**src/common/aux_audio_config.svh**
```systemverilog
// Aux audio path configuration
// Widths, SDRAM window placement, burst and FIFO sizing, sample pacing

`ifndef AUX_AUDIO_CONFIG_SVH
`define AUX_AUDIO_CONFIG_SVH

////////////////////////////////////////
// Data widths
////////////////////////////////////////
`define AUD_SAMPLE_W      16         // One aux sample word
`define AUD_CHIP_W        24         // Chipset audio per channel
`define AUD_WORD_ADDR_W   16         // Word offset inside the window
`define AUD_RAM_ADDR_W    23         // Full SDRAM word address

////////////////////////////////////////
// SDRAM window and fetch sizing
////////////////////////////////////////
// Upper address bits place the window at 0x6f0000
`define AUD_WINDOW_PREFIX 7'b1101111
`define AUD_BURST_LEN     4          // Words per fill burst
`define AUD_FIFO_DEPTH    16         // Power of two

////////////////////////////////////////
// Pacing
////////////////////////////////////////
// clk_114 cycles per stereo pair
`define AUD_TICK_PERIOD   2572

`endif
```
**src/common/aux_audio_pkg.sv**
```systemverilog
// Aux audio shared types
// Sample, chipset audio and address types plus the fetch FSM states

`default_nettype none

`include "aux_audio_config.svh"

package aux_audio_pkg;

  // Raw word as stored in SDRAM
  typedef logic [`AUD_SAMPLE_W-1:0] aud_sample_t;

  // Chipset mixer output in two's complement
  typedef logic signed [`AUD_CHIP_W-1:0] aud_chip_t;

  typedef logic [`AUD_RAM_ADDR_W-1:0] aud_ram_addr_t;   // Word address
  typedef logic [`AUD_WORD_ADDR_W-1:0] aud_word_ofs_t;  // Offset in window

  ////////////////////////////////////////
  // Fetcher FSM
  ////////////////////////////////////////
  typedef enum logic [1:0] {
    FETCH_IDLE,   // Waiting for FIFO room
    FETCH_REQ,    // Request held until ack
    FETCH_FILL    // Collecting the burst words
  } fetch_state_e;

endpackage

`default_nettype wire

```
**src/design/aux_audio_top.sv**
```systemverilog
// Aux audio path top level
// SDRAM sample stream, stereo pacing and sigma-delta DAC pins

`timescale 1ns/1ps
`default_nettype none

`include "aux_audio_config.svh"

module aux_audio_top import aux_audio_pkg::*; (
  input  logic          clk_114,
  input  logic          reset,
  input  logic          aud_ena,
  input  aud_chip_t     amiga_left,
  input  aud_chip_t     amiga_right,
  input  logic          ram_ack,
  input  logic          ram_fill,
  input  aud_sample_t   ram_data,
  output logic          ram_req,
  output aud_ram_addr_t ram_addr,
  output aud_sample_t   aux_left,    // Paced aux samples
  output aud_sample_t   aux_right,
  output logic          audio_l,     // DAC pins
  output logic          audio_r
);

  // Fetcher to pacer
  logic        fifo_empty;
  logic        fifo_rd;
  aud_sample_t fifo_q;

  ////////////////////////////////////////
  // Aux sample stream
  ////////////////////////////////////////
  aux_stream_fetch u_fetch (
    .clk_114    (clk_114),
    .reset      (reset),
    .aud_ena    (aud_ena),
    .ram_req    (ram_req),
    .ram_addr   (ram_addr),
    .ram_ack    (ram_ack),
    .ram_fill   (ram_fill),
    .ram_data   (ram_data),
    .fifo_rd    (fifo_rd),
    .fifo_q     (fifo_q),
    .fifo_empty (fifo_empty)
  );

  aux_sample_pacer u_pacer (
    .clk_114    (clk_114),
    .reset      (reset),
    .fifo_empty (fifo_empty),
    .fifo_q     (fifo_q),
    .fifo_rd    (fifo_rd),
    .aux_left   (aux_left),
    .aux_right  (aux_right)
  );

  ////////////////////////////////////////
  // Chipset audio DAC
  ////////////////////////////////////////
  sigma_delta_dac u_dac (
    .clk_114     (clk_114),
    .reset       (reset),
    .amiga_left  (amiga_left),
    .amiga_right (amiga_right),
    .audio_l     (audio_l),
    .audio_r     (audio_r)
  );

endmodule

`default_nettype wire

```
**src/audio_dac/sigma_delta_dac.sv**
```systemverilog
// Two-channel sigma-delta audio DAC
// Chipset audio to unsigned 16 bit, then a first-order modulator per pin

`timescale 1ns/1ps
`default_nettype none

`include "aux_audio_config.svh"

module sigma_delta_dac import aux_audio_pkg::*; (
  input  logic      clk_114,
  input  logic      reset,
  input  aud_chip_t amiga_left,
  input  aud_chip_t amiga_right,
  output logic      audio_l,
  output logic      audio_r
);

  localparam int NUM_CH = 2;   // Left is channel 0

  aud_chip_t         chip_in [NUM_CH];
  aud_sample_t       dac_cvt [NUM_CH];
  aud_sample_t       dac_in  [NUM_CH];
  aud_sample_t       dac_acc [NUM_CH];
  logic [NUM_CH-1:0] dac_bit;

  assign chip_in[0] = amiga_left;
  assign chip_in[1] = amiga_right;

  ////////////////////////////////////////
  // Signed to unsigned
  ////////////////////////////////////////
  // Sign flip of the top bits gives offset binary
  always_comb begin
    for (int ch = 0; ch < NUM_CH; ch++) begin
      dac_cvt[ch] = {~chip_in[ch][`AUD_CHIP_W-1],
                     chip_in[ch][`AUD_CHIP_W-2 -: `AUD_SAMPLE_W-1]};
    end
  end

  ////////////////////////////////////////
  // Modulator
  ////////////////////////////////////////
  // Carry out of the accumulator is the pulse density output
  always_ff @(posedge clk_114) begin
    if (reset) begin
      for (int ch = 0; ch < NUM_CH; ch++) begin
        dac_in[ch]  <= '0;
        dac_acc[ch] <= '0;
        dac_bit[ch] <= 1'b0;
      end
    end else begin
      for (int ch = 0; ch < NUM_CH; ch++) begin
        dac_in[ch] <= dac_cvt[ch];                        // Input stage
        {dac_bit[ch], dac_acc[ch]} <= {1'b0, dac_acc[ch]} + {1'b0, dac_in[ch]};
      end
    end
  end

  assign audio_l = dac_bit[0];
  assign audio_r = dac_bit[1];

endmodule

`default_nettype wire

```
**src/aux_stream/aux_sample_pacer.sv**
```systemverilog
// Aux sample pacer
// Reads a left/right word pair per sample period and byte-swaps them out

`timescale 1ns/1ps
`default_nettype none

`include "aux_audio_config.svh"

module aux_sample_pacer import aux_audio_pkg::*; (
  input  logic        clk_114,
  input  logic        reset,
  input  logic        fifo_empty,
  input  aud_sample_t fifo_q,
  output logic        fifo_rd,
  output aud_sample_t aux_left,
  output aud_sample_t aux_right
);

  localparam int TICK_W = $clog2(`AUD_TICK_PERIOD);
  localparam int HALF_W = `AUD_SAMPLE_W / 2;

  logic [TICK_W-1:0] tick_ctr;
  logic              left_slot;
  logic              right_slot;   // Left word was taken last cycle
  logic              left_rd;
  logic              right_rd;
  aud_sample_t       swapped;

  // Wrap cycle doubles as the left slot
  assign left_slot = tick_ctr == TICK_W'(`AUD_TICK_PERIOD - 1);
  assign left_rd   = left_slot && !fifo_empty;
  assign right_rd  = right_slot && !fifo_empty;  // Underrun keeps old right
  assign fifo_rd   = left_rd || right_rd;

  // SDRAM words arrive big-endian
  assign swapped = {fifo_q[HALF_W-1:0], fifo_q[`AUD_SAMPLE_W-1:HALF_W]};

  ////////////////////////////////////////
  // Period counter and slots
  ////////////////////////////////////////
  always_ff @(posedge clk_114) begin
    if (reset) begin
      tick_ctr   <= '0;
      right_slot <= 1'b0;
    end else begin
      right_slot <= left_rd;  // Empty left slot skips the whole pair
      if (left_slot) begin
        tick_ctr <= '0;
      end else begin
        tick_ctr <= tick_ctr + 1'b1;
      end
    end
  end

  // Output registers
  always_ff @(posedge clk_114) begin
    if (reset) begin
      aux_left  <= '0;
      aux_right <= '0;
    end else begin
      if (left_rd) begin
        aux_left <= swapped;
      end
      if (right_rd) begin
        aux_right <= swapped;
      end
    end
  end

  // At most a left and a right read back to back
  a_rd_burst: assert property (@(posedge clk_114) disable iff (reset)
    fifo_rd ##1 fifo_rd |=> !fifo_rd);

endmodule

`default_nettype wire

```
**src/aux_stream/aux_stream_fetch.sv**
```systemverilog
// Aux stream fetcher
// Pulls fixed-window SDRAM bursts into a show-ahead sample FIFO

`timescale 1ns/1ps
`default_nettype none

`include "aux_audio_config.svh"

module aux_stream_fetch import aux_audio_pkg::*; (
  input  logic          clk_114,
  input  logic          reset,
  input  logic          aud_ena,      // Low flushes the stream
  output logic          ram_req,
  output aud_ram_addr_t ram_addr,
  input  logic          ram_ack,
  input  logic          ram_fill,
  input  aud_sample_t   ram_data,
  input  logic          fifo_rd,
  output aud_sample_t   fifo_q,       // Head word when not empty
  output logic          fifo_empty
);

  localparam int PTR_W  = $clog2(`AUD_FIFO_DEPTH);
  localparam int CNT_W  = $clog2(`AUD_FIFO_DEPTH + 1);
  localparam int BEAT_W = $clog2(`AUD_BURST_LEN);

  fetch_state_e      state;
  aud_word_ofs_t     word_ofs;
  logic [BEAT_W-1:0] beat_cnt;
  aud_sample_t       fifo_mem [`AUD_FIFO_DEPTH];
  logic [PTR_W-1:0]  wr_ptr;
  logic [PTR_W-1:0]  rd_ptr;
  logic [CNT_W-1:0]  fill_cnt;
  logic              room_for_burst;
  logic              last_beat;
  logic              fill_take;
  logic              rd_take;

  assign room_for_burst = fill_cnt <= CNT_W'(`AUD_FIFO_DEPTH - `AUD_BURST_LEN);
  assign last_beat = beat_cnt == BEAT_W'(`AUD_BURST_LEN - 1);
  assign fill_take = aud_ena && (state == FETCH_FILL) && ram_fill;  // Stale fills dropped
  assign rd_take   = fifo_rd && !fifo_empty;

  assign ram_req  = (state == FETCH_REQ);
  assign ram_addr = {`AUD_WINDOW_PREFIX, word_ofs};

  ////////////////////////////////////////
  // Burst FSM
  ////////////////////////////////////////
  always_ff @(posedge clk_114) begin
    if (reset || !aud_ena) begin
      state    <= FETCH_IDLE;
      word_ofs <= '0;
      beat_cnt <= '0;
    end else begin
      case (state)
        FETCH_IDLE: begin
          if (room_for_burst) begin
            state <= FETCH_REQ;
          end
        end
        FETCH_REQ: begin
          if (ram_ack) begin
            state <= FETCH_FILL;
          end
        end
        FETCH_FILL: begin
          if (ram_fill) begin
            beat_cnt <= beat_cnt + 1'b1;
            if (last_beat) begin
              state    <= FETCH_IDLE;
              beat_cnt <= '0;
              // Wraps inside the window on its own
              word_ofs <= word_ofs + aud_word_ofs_t'(`AUD_BURST_LEN);
            end
          end
        end
        default: state <= FETCH_IDLE;
      endcase
    end
  end

  ////////////////////////////////////////
  // Sample FIFO
  ////////////////////////////////////////
  always_ff @(posedge clk_114) begin
    if (reset || !aud_ena) begin
      wr_ptr   <= '0;
      rd_ptr   <= '0;
      fill_cnt <= '0;
    end else begin
      if (fill_take) begin
        wr_ptr <= wr_ptr + 1'b1;  // Depth is a power of two
      end
      if (rd_take) begin
        rd_ptr <= rd_ptr + 1'b1;
      end
      fill_cnt <= fill_cnt + CNT_W'(fill_take) - CNT_W'(rd_take);
    end
  end

  always_ff @(posedge clk_114) begin
    if (fill_take) begin
      fifo_mem[wr_ptr] <= ram_data;
    end
  end

  assign fifo_q     = fifo_mem[rd_ptr];
  assign fifo_empty = (fill_cnt == '0);

  // Controller sees a steady request until it acks
  a_req_hold: assert property (@(posedge clk_114) disable iff (reset)
    ram_req && !ram_ack && aud_ena |=> ram_req && $stable(ram_addr));

  // Fill strobes only belong to an acked burst
  a_fill_in_burst: assert property (@(posedge clk_114) disable iff (reset)
    aud_ena && ram_fill |-> state == FETCH_FILL);

  // Pacer must honour the empty flag
  a_no_read_empty: assert property (@(posedge clk_114) disable iff (reset)
    fifo_rd |-> !fifo_empty);

endmodule

`default_nettype wire

```
**config.mk**
```make
export PLATFORM = sky130hd
export DESIGN_NAME = aux_audio_top
export DESIGN_NICKNAME = d
export VERILOG_FILES = /design/src/common/aux_audio_pkg.sv /design/src/design/aux_audio_top.sv /design/src/audio_dac/sigma_delta_dac.sv /design/src/aux_stream/aux_sample_pacer.sv /design/src/aux_stream/aux_stream_fetch.sv
export VERILOG_INCLUDE_DIRS = /design/src /design/src/common
export SDC_FILE = /design/constraint.sdc
export NUM_CORES = 1
export LEC_CHECK = 0
export BUFFER_PORTS_ARGS = -buffer_cell sky130_fd_sc_hd__buf_2
export CAP_MARGIN = 25
export CORE_MARGIN = 5
export CORE_UTILIZATION = 50
export CTS_CLUSTER_SIZE = 20
export DETAILED_ROUTE_END_ITERATION = 10
export PLACE_DENSITY = 0.71
export REMOVE_ABC_BUFFERS = 1
export SETUP_SLACK_MARGIN = 0.05
export SYNTH_ARGS = -nofsm -noshare
export SYNTH_HDL_FRONTEND = slang
export SYNTH_SLANG_ARGS = --single-unit
```
**constraint.sdc**
```tcl
create_clock -name clk_114 -period 3.65 [get_ports clk_114]
set_input_delay 1.095 -clock clk_114 [delete_from_list [all_inputs] [get_ports clk_114]]
set_output_delay 1.095 -clock clk_114 [all_outputs]
set_load 0.005 [all_outputs]
```
**Yosys cells after proc, flatten, opt, wreduce, memory -nomap -nowiden**

Memories as Yosys holds them, arrays and structs flattened. A register that Yosys moved wholly into a read port is not among the register bits.
Cells that the tools add are included.

- $add $sub $neg: 9
- $mul: 0
- Div/mod/pow operators: 0
- Magnitude comparators: 1
- Equal/unequal tests: 8
- Shift-type cells: 0
- Mux-type cells: 15
- Bitwise gates (word level): 4
- Reductions and logical operators: 15

Operators with widths:

| kind | count |
|---|---|
| 16-bit by 16-bit adder with 17-bit output | 2 |
| 16-bit 2-to-1 mux | 2 |
| 16-bit by 3-bit adder with 16-bit output, second input constant | 1 |
| 12-bit by 1-bit adder with 12-bit output, second input constant | 1 |
| 12-bit == test, second input constant | 1 |
| 2-bit 2-to-1 mux | 5 |
| 4-bit by 1-bit adder with 4-bit output, second input constant | 2 |
| 4-bit 2-to-1 mux | 2 |
| 2-bit case mux with 3 select lines | 1 |
| 5-bit by 1-bit adder with 5-bit output | 1 |
| 5-bit by 4-bit <= comparator with 1-bit output, second input constant | 1 |
| 1-bit logical AND | 5 |
| 5-bit logical NOT | 1 |
| 1-bit 2-to-1 mux | 5 |
| 5-bit by 1-bit subtractor with 5-bit output | 1 |
| 2-bit == test, second input constant | 2 |
| 2-bit by 1-bit != test with 1-bit output, second input constant | 2 |
| 2-bit != test, second input constant | 2 |
| 4-bit AND reduction | 1 |
| 3-bit AND reduction | 1 |
| 2-bit by 1-bit adder with 2-bit output, second input constant | 1 |
| 2-bit by 1-bit == test with 1-bit output, second input constant | 1 |
| 1-bit logical NOT | 2 |
| 2-bit logical NOT | 1 |
| other kinds (5) | 8 |

- Flip-flop bits (word level): 112
- Latch bits: 0
- RAM bits: 288
- ROM bits: 0
- Bits of input ports: 69
- Output and inout bits: 58
- Logic and storage cells: 67
- Memories kept: 2

Memory list:

| name | words | bits a word | rd ports | clocked after Yosys merged registers in | write ports | RTL line | RTL |
|---|---|---|---|---|---|---|---|
| u_fetch.fifo_mem | 16 | 16 | 1 | 1 | 1 | aux_stream_fetch.sv:30 | `` aud_sample_t fifo_mem [`AUD_FIFO_DEPTH]; `` |
| u_dac.dac_in | 2 | 16 | 2 | 0 | 2 | sigma_delta_dac.sv:22 | `aud_sample_t dac_in [NUM_CH];` |

**Depth between registers and ports, before layout**

- Depth after elaboration: 7
- Mapped depth: 15

**Hierarchy**

Synthesis repeated with hierarchy kept, for this count alone.

- Cell total of the unflattened synthesis: 1,139
- Area total of the unflattened synthesis: 16,249.3 µm²

By module, submodules not included:

| module | times used | cells an instance | area each (µm²) | seq. area each (µm²) |
|---|---|---|---|---|
| aux_stream_fetch | 1 | 614 | 11,374.7 | 8,388.0 |
| sigma_delta_dac | 1 | 338 | 3,193.1 | 1,321.3 |
| aux_sample_pacer | 1 | 187 | 1,681.6 | 900.9 |

**Worst setup path before layout**

Ideal clock, no wire load.

- Path type: input-to-reg
- Start: in ram_fill
- End: mem u_fetch.fifo_mem[3][0] (netlist bit) (enable)
- Setup time: 0.409 ns
- Arrival time: 2.921 ns
- Data required time: 3.241 ns
- Setup slack: 0.319 ns
- Stages: 5
- Buffers on the path: 1
- Cell sequence: and3b_1 and2_1 clkbuf_1 nand2_1 nor3_1

- Cells in the longest elaborated chain, start to end: 3

Ends and longest elaborated chain:

| what | RTL line | RTL |
|---|---|---|
| from (decl) | aux_audio_top.sv:16 | `input logic ram_fill,` |
| 1-bit logical AND | aux_stream_fetch.sv:41 | `assign fill_take = aud_ena && (state == FETCH_FILL) && ram_fill;` |
| via u_fetch.fill_take | aux_stream_fetch.sv:36 | `logic fill_take;` |
| 1-bit 2-to-1 mux | aux_stream_fetch.sv:103 | `if (fill_take) begin` |
| 1-bit 2-to-1 mux (implied by the code) | aux_stream_fetch.sv:104 | `fifo_mem[wr_ptr] <= ram_data;` |
| to (decl) | aux_stream_fetch.sv:30 |  |

The timed path passes the listed nets, and every way through them passes these cells.

**Final worst setup path**

- Start: reg u_pacer.tick_ctr[0]
- End: reg u_fetch.fill_cnt[4]

- Cells in the longest elaborated chain, start to end: 5

Ends and longest elaborated chain:

| what | RTL line | RTL |
|---|---|---|
| from (decl) | aux_sample_pacer.sv:22 | `logic [TICK_W-1:0] tick_ctr;` |
| from (signal assigned) | aux_sample_pacer.sv:50 | `tick_ctr <= tick_ctr + 1'b1;` |
| 12-bit == test | aux_sample_pacer.sv:30 | `` assign left_slot = tick_ctr == TICK_W'(`AUD_TICK_PERIOD - 1); `` |
| 1-bit logical AND | aux_sample_pacer.sv:31 | `assign left_rd = left_slot && !fifo_empty;` |
| 1-bit logical OR | aux_sample_pacer.sv:33 | `assign fifo_rd = left_rd \|\| right_rd;` |
| 1-bit logical AND | aux_stream_fetch.sv:42 | `assign rd_take = fifo_rd && !fifo_empty;` |
| via u_fetch.rd_take | aux_stream_fetch.sv:37 | `logic rd_take;` |
| 5-bit by 1-bit subtractor with 5-bit output | aux_stream_fetch.sv:98 | `fill_cnt <= fill_cnt + CNT_W'(fill_take) - CNT_W'(rd_take);` |
| to (signal assigned) | aux_stream_fetch.sv:98 |  |
| to (decl) | aux_stream_fetch.sv:33 | `logic [CNT_W-1:0] fill_cnt;` |

The timed path passes the listed nets, and every way through them passes these cells.
A chain may end at the register's enable or synchronous reset.

==> key figures <==
Routing
  – DR vias: just under 9k
  – Via/cell ratio: about 5.5
  – DRT Pass-1 Iters: 4
  – Per-cell routed wire length: 19.88 µm
  – DRC: 0
  – Antenna-violating nets left: 0
  – WL final: ~32 mm
  – Initial DRC Count: between 500 and 600

STA
  – Final period util: roughly 80%
  – Fin. max-slew vios: 0
  – Fin crit period: just under 3 ns
  – Least-Margin Pin Slew: 0.7414 ns
  – Relative slew margins: between 50 and 60%
  – Fmax: roughly 0.34 GHz
  – Worst hold margin: between 0.4 and 0.5 ns
  – Final hold viol count: 0
  – Clock skew: between 0.02 and 0.025 ns
  – Endpoints failing setup: 0
  – Total negative slack: 0 ns
  – RSZ-0062 raised after global routing: no

Yosys
  – Distinct cells, synth: between 50 and 60
  – Area contributors post-synth: edfxtp_1 (48%), dfxtp_1 (18%), mux4_2 (7.5%), mux4_1 (4.2%), ha_1 (3.7%)
  – Sequential share of the synthesized area: around two thirds
  – Synth Cell Area: 16130 µm²
  – Yosys reg bits: between 400 and 500
  – Main synth FF type: edfxtp_1
  – Top cell type's share of synthesized area: between 40% and 50%
  – Yosys warns: 0
  – Async S/R FF share, synth: 0%
  – Syn Inst Count: roughly 1.0k
  – Largest area contributor in the netlist: edfxtp_1
  – Synth Area per Inst: ~16 µm²
  – Post-synth EDFFs: roughly 260

GRT
  – Vias in the first global route: ~8.7k
  – Initial antenna violation count: 1
  – Gr usage total: 17.70%
  – First-pass GRT wire length: ~50 mm
  – Largest net degree at the start of global routing: 74
  – Grt ovf: 0

Setup path
  – Critical Path Source: u_pacer.tick_ctr[0]$_SDFF_PP0_
  – Crit path max-delay cell type: fa_1
  – CP max stage delay: about 0.39 ns
  – CP Capture Type: register
  – CP Buf/Inv Count: 3
  – CP Cell Sequence: ha_1 -> nor4bb_1 -> and4_1 -> o21a_1 -> ha_1 -> inv_1 -> ha_1 -> inv_1 -> fa_1 -> inv_1 -> a21oi_1 -> nor2_1 -> nor2_1 -> xor2_1 -> nor2_1
  – Startpoint type of the worst setup path: register
  – Reg2reg start: u_pacer.tick_ctr[0]$_SDFF_PP0_
  – Delay-heaviest family, CP: adder cells
  – WS Path Type: register to register
  – CP max FO: 5
  – WP data required: just over 4 ns
  – Worst path arrival time: between 3 and 4 ns

Floorplanning
  – Std cell rows: 65
  – Die area: 35950 µm²
  – Overall die height: between 150 and 200 µm
  – Die width: about 190 µm
  – Starting Density: a little over 50%
  – Core Box Area: around 32000 µm²
  – Top-Level Pins: around 130

Final layout
  – Area Overhead vs Synth: 14.96%
  – Fin area: roughly 19000 µm²
  – Share of layout cells above drive strength 1: ~22%
  – Number of nets in the layout: ~1.3k
  – Filler Cell Count: 2397

Min path
  – HP Start: u_fetch.beat_cnt[1]$_SDFFE_PP0P_
  – Worst hold path type: register to register

Clock tree
  – CTS root buf: clkbuf_16
  – Total clock buffers created by CTS: 41
  – CTS Hold Buffers Added: 0
  – Worst-Skew Late Latency: 0.54 ns
  – Clock-pin slew on the worst setup and hold paths: ~0.060 ns
  – PostCTS Resize Cnt: 0
  – CTS tree: done
  – Clk buf depth: 3
  – Post-CTS Setup Repair Bufs: 0
  – H-Tree Level Count: 2
  – Sink Count: ~400

Placed design
  – # port buffers: between 100 and 150
  – DPL Wire Length: about 20 mm
  – GPL Wtd Cong: between 0.7 and 0.8
  – Post-DP Area: ~17000 µm²

Job
  – Max cap viols: 0

Status
  – Status: finished clean

Power
  – VDD IR-drop max: roughly 0.00039 V
  – Pleak: 6.761 nW
  – Pwr/cell area: 506.7 nW/µm²
[final timing paths]
| kind | end | depth (start not counted) | slack (ns) |
|---|---|---|---|
| worst max-delay path | u_fetch.fill_cnt[4]$_SDFF_PP0_ | 15 | 0.72 |
| worst min-delay path | u_fetch.beat_cnt[1]$_SDFFE_PP0P_ | 2 | 0.46 |
| worst max register to register | u_fetch.fill_cnt[4]$_SDFF_PP0_ | 15 | 0.72 |
| worst min register to register | u_fetch.beat_cnt[1]$_SDFFE_PP0P_ | 2 | 0.46 |
[logic make-up (layout without fill, tap and decap cells)]
logic type	Yosys count	after routing	share of synthesized area [%]
adder cells (fa/ha/maj)	51	51	4.096
flip-flops	402	402	65.78
XOR/XNOR	53	53	2.878
other	2	10	0.04656
buffers and inverters	76	236	2.591
multiplexers	88	88	12.32
AND/OR/NAND/NOR	242	242	7.229
AO/OA/AOI/OAI	120	120	5.065
[registers in the layout, indices dropped and copies added (netlist names), 5 cells and up, named ones only]
register           flops
u_pacer.aux_left      16
u_fetch.fifo_mem     256
u_fetch.fill_cnt       5
u_fetch.word_ofs      14
u_pacer.tick_ctr      12
u_dac.dac_in          32
u_pacer.aux_right     16
u_dac.dac_acc         32
[cells in the final DEF (no fill, tap or decap), drive strengths merged, types with 13 or more instances in the layout]
cell / n
nor2b: 40
nand2: 33
buf: 136
ha: 48
nor2: 103
dfxtp: 146
xor2: 34
clkinv: 13
nand3: 20
xnor2: 19
a22o: 32
edfxtp: 256
mux4: 80
a21oi: 38
clkbuf: 58
inv: 25
[worst reg2reg max path: stages, from the launching register on]
cell and delay, ns:
dfxtp_1 0.37, ha_1 0.22, nor4bb_1 0.26, and4_1 0.31, o21a_1 0.25, ha_1 0.27
inv_1 0.06, ha_1 0.16, inv_1 0.06, fa_1 0.39, inv_1 0.07, a21oi_1 0.06
nor2_1 0.10, nor2_1 0.06, xor2_1 0.13, nor2_1 0.05
[report_power, final]
group          switching [mW]  internal [mW]  leakage (nW)
Sequential             0.0283           4.91          3.49
Clock                    1.66           2.35         0.636
Combinational           0.268          0.188          2.63
[synthesized netlist by cell type (10+ instances only)]
cell	n
edfxtp_1	256
dfxtp_1	146
nor2_1	103
mux4_2	54
ha_1	48
nor2b_1	40
a21oi_1	38
xor2_1	34
nand2_1	33
a22o_1	32
mux4_1	26
inv_1	25
nand3_1	20
xnor2_1	19
clkbuf_1	17
buf_4	13
a21o_1	12
and3_1	10
nand2b_1	10
[final cells by class]
cell class	count	area (µm²)	area share, %
Timing Repair Buffer	136	863.3	4.656
Antenna cell	1	2.502	0.01349
Multi-Input combinational cell	563	5166	27.86
Sequential cell	402	10620	57.24
Tap cell	402	503.0	2.712
Inverter	25	93.84	0.5060
Clock buffer	58	1151	6.207
Clock inverter	17	148.9	0.8029
[per-layer routing]
metal	up-vias	part of all wire (%)	global-route usage, %
met3	51	6.0	3.211
met4	2	1.9	4.674
met2	248	48	28.76
li1	4168	-	-
met1	4354	44	25.01
met5	-	0.031	0
[stage by stage]
step	util [%]	std cells	setup WS (ns)	power [mW]
final	58.47	1604	0.7193	9.395
after global routing	58.46	1603	0.4453	9.771
after CTS	58.37	1602	0.6890	9.500
after detailed placement	54.27	1527	0.6630	5.485
after global placement	54.27	1527	0.6692	5.468
after floorplan	-	990	-0.2513	5.338
Note: power is estimated with default switching activity, not from simulation.
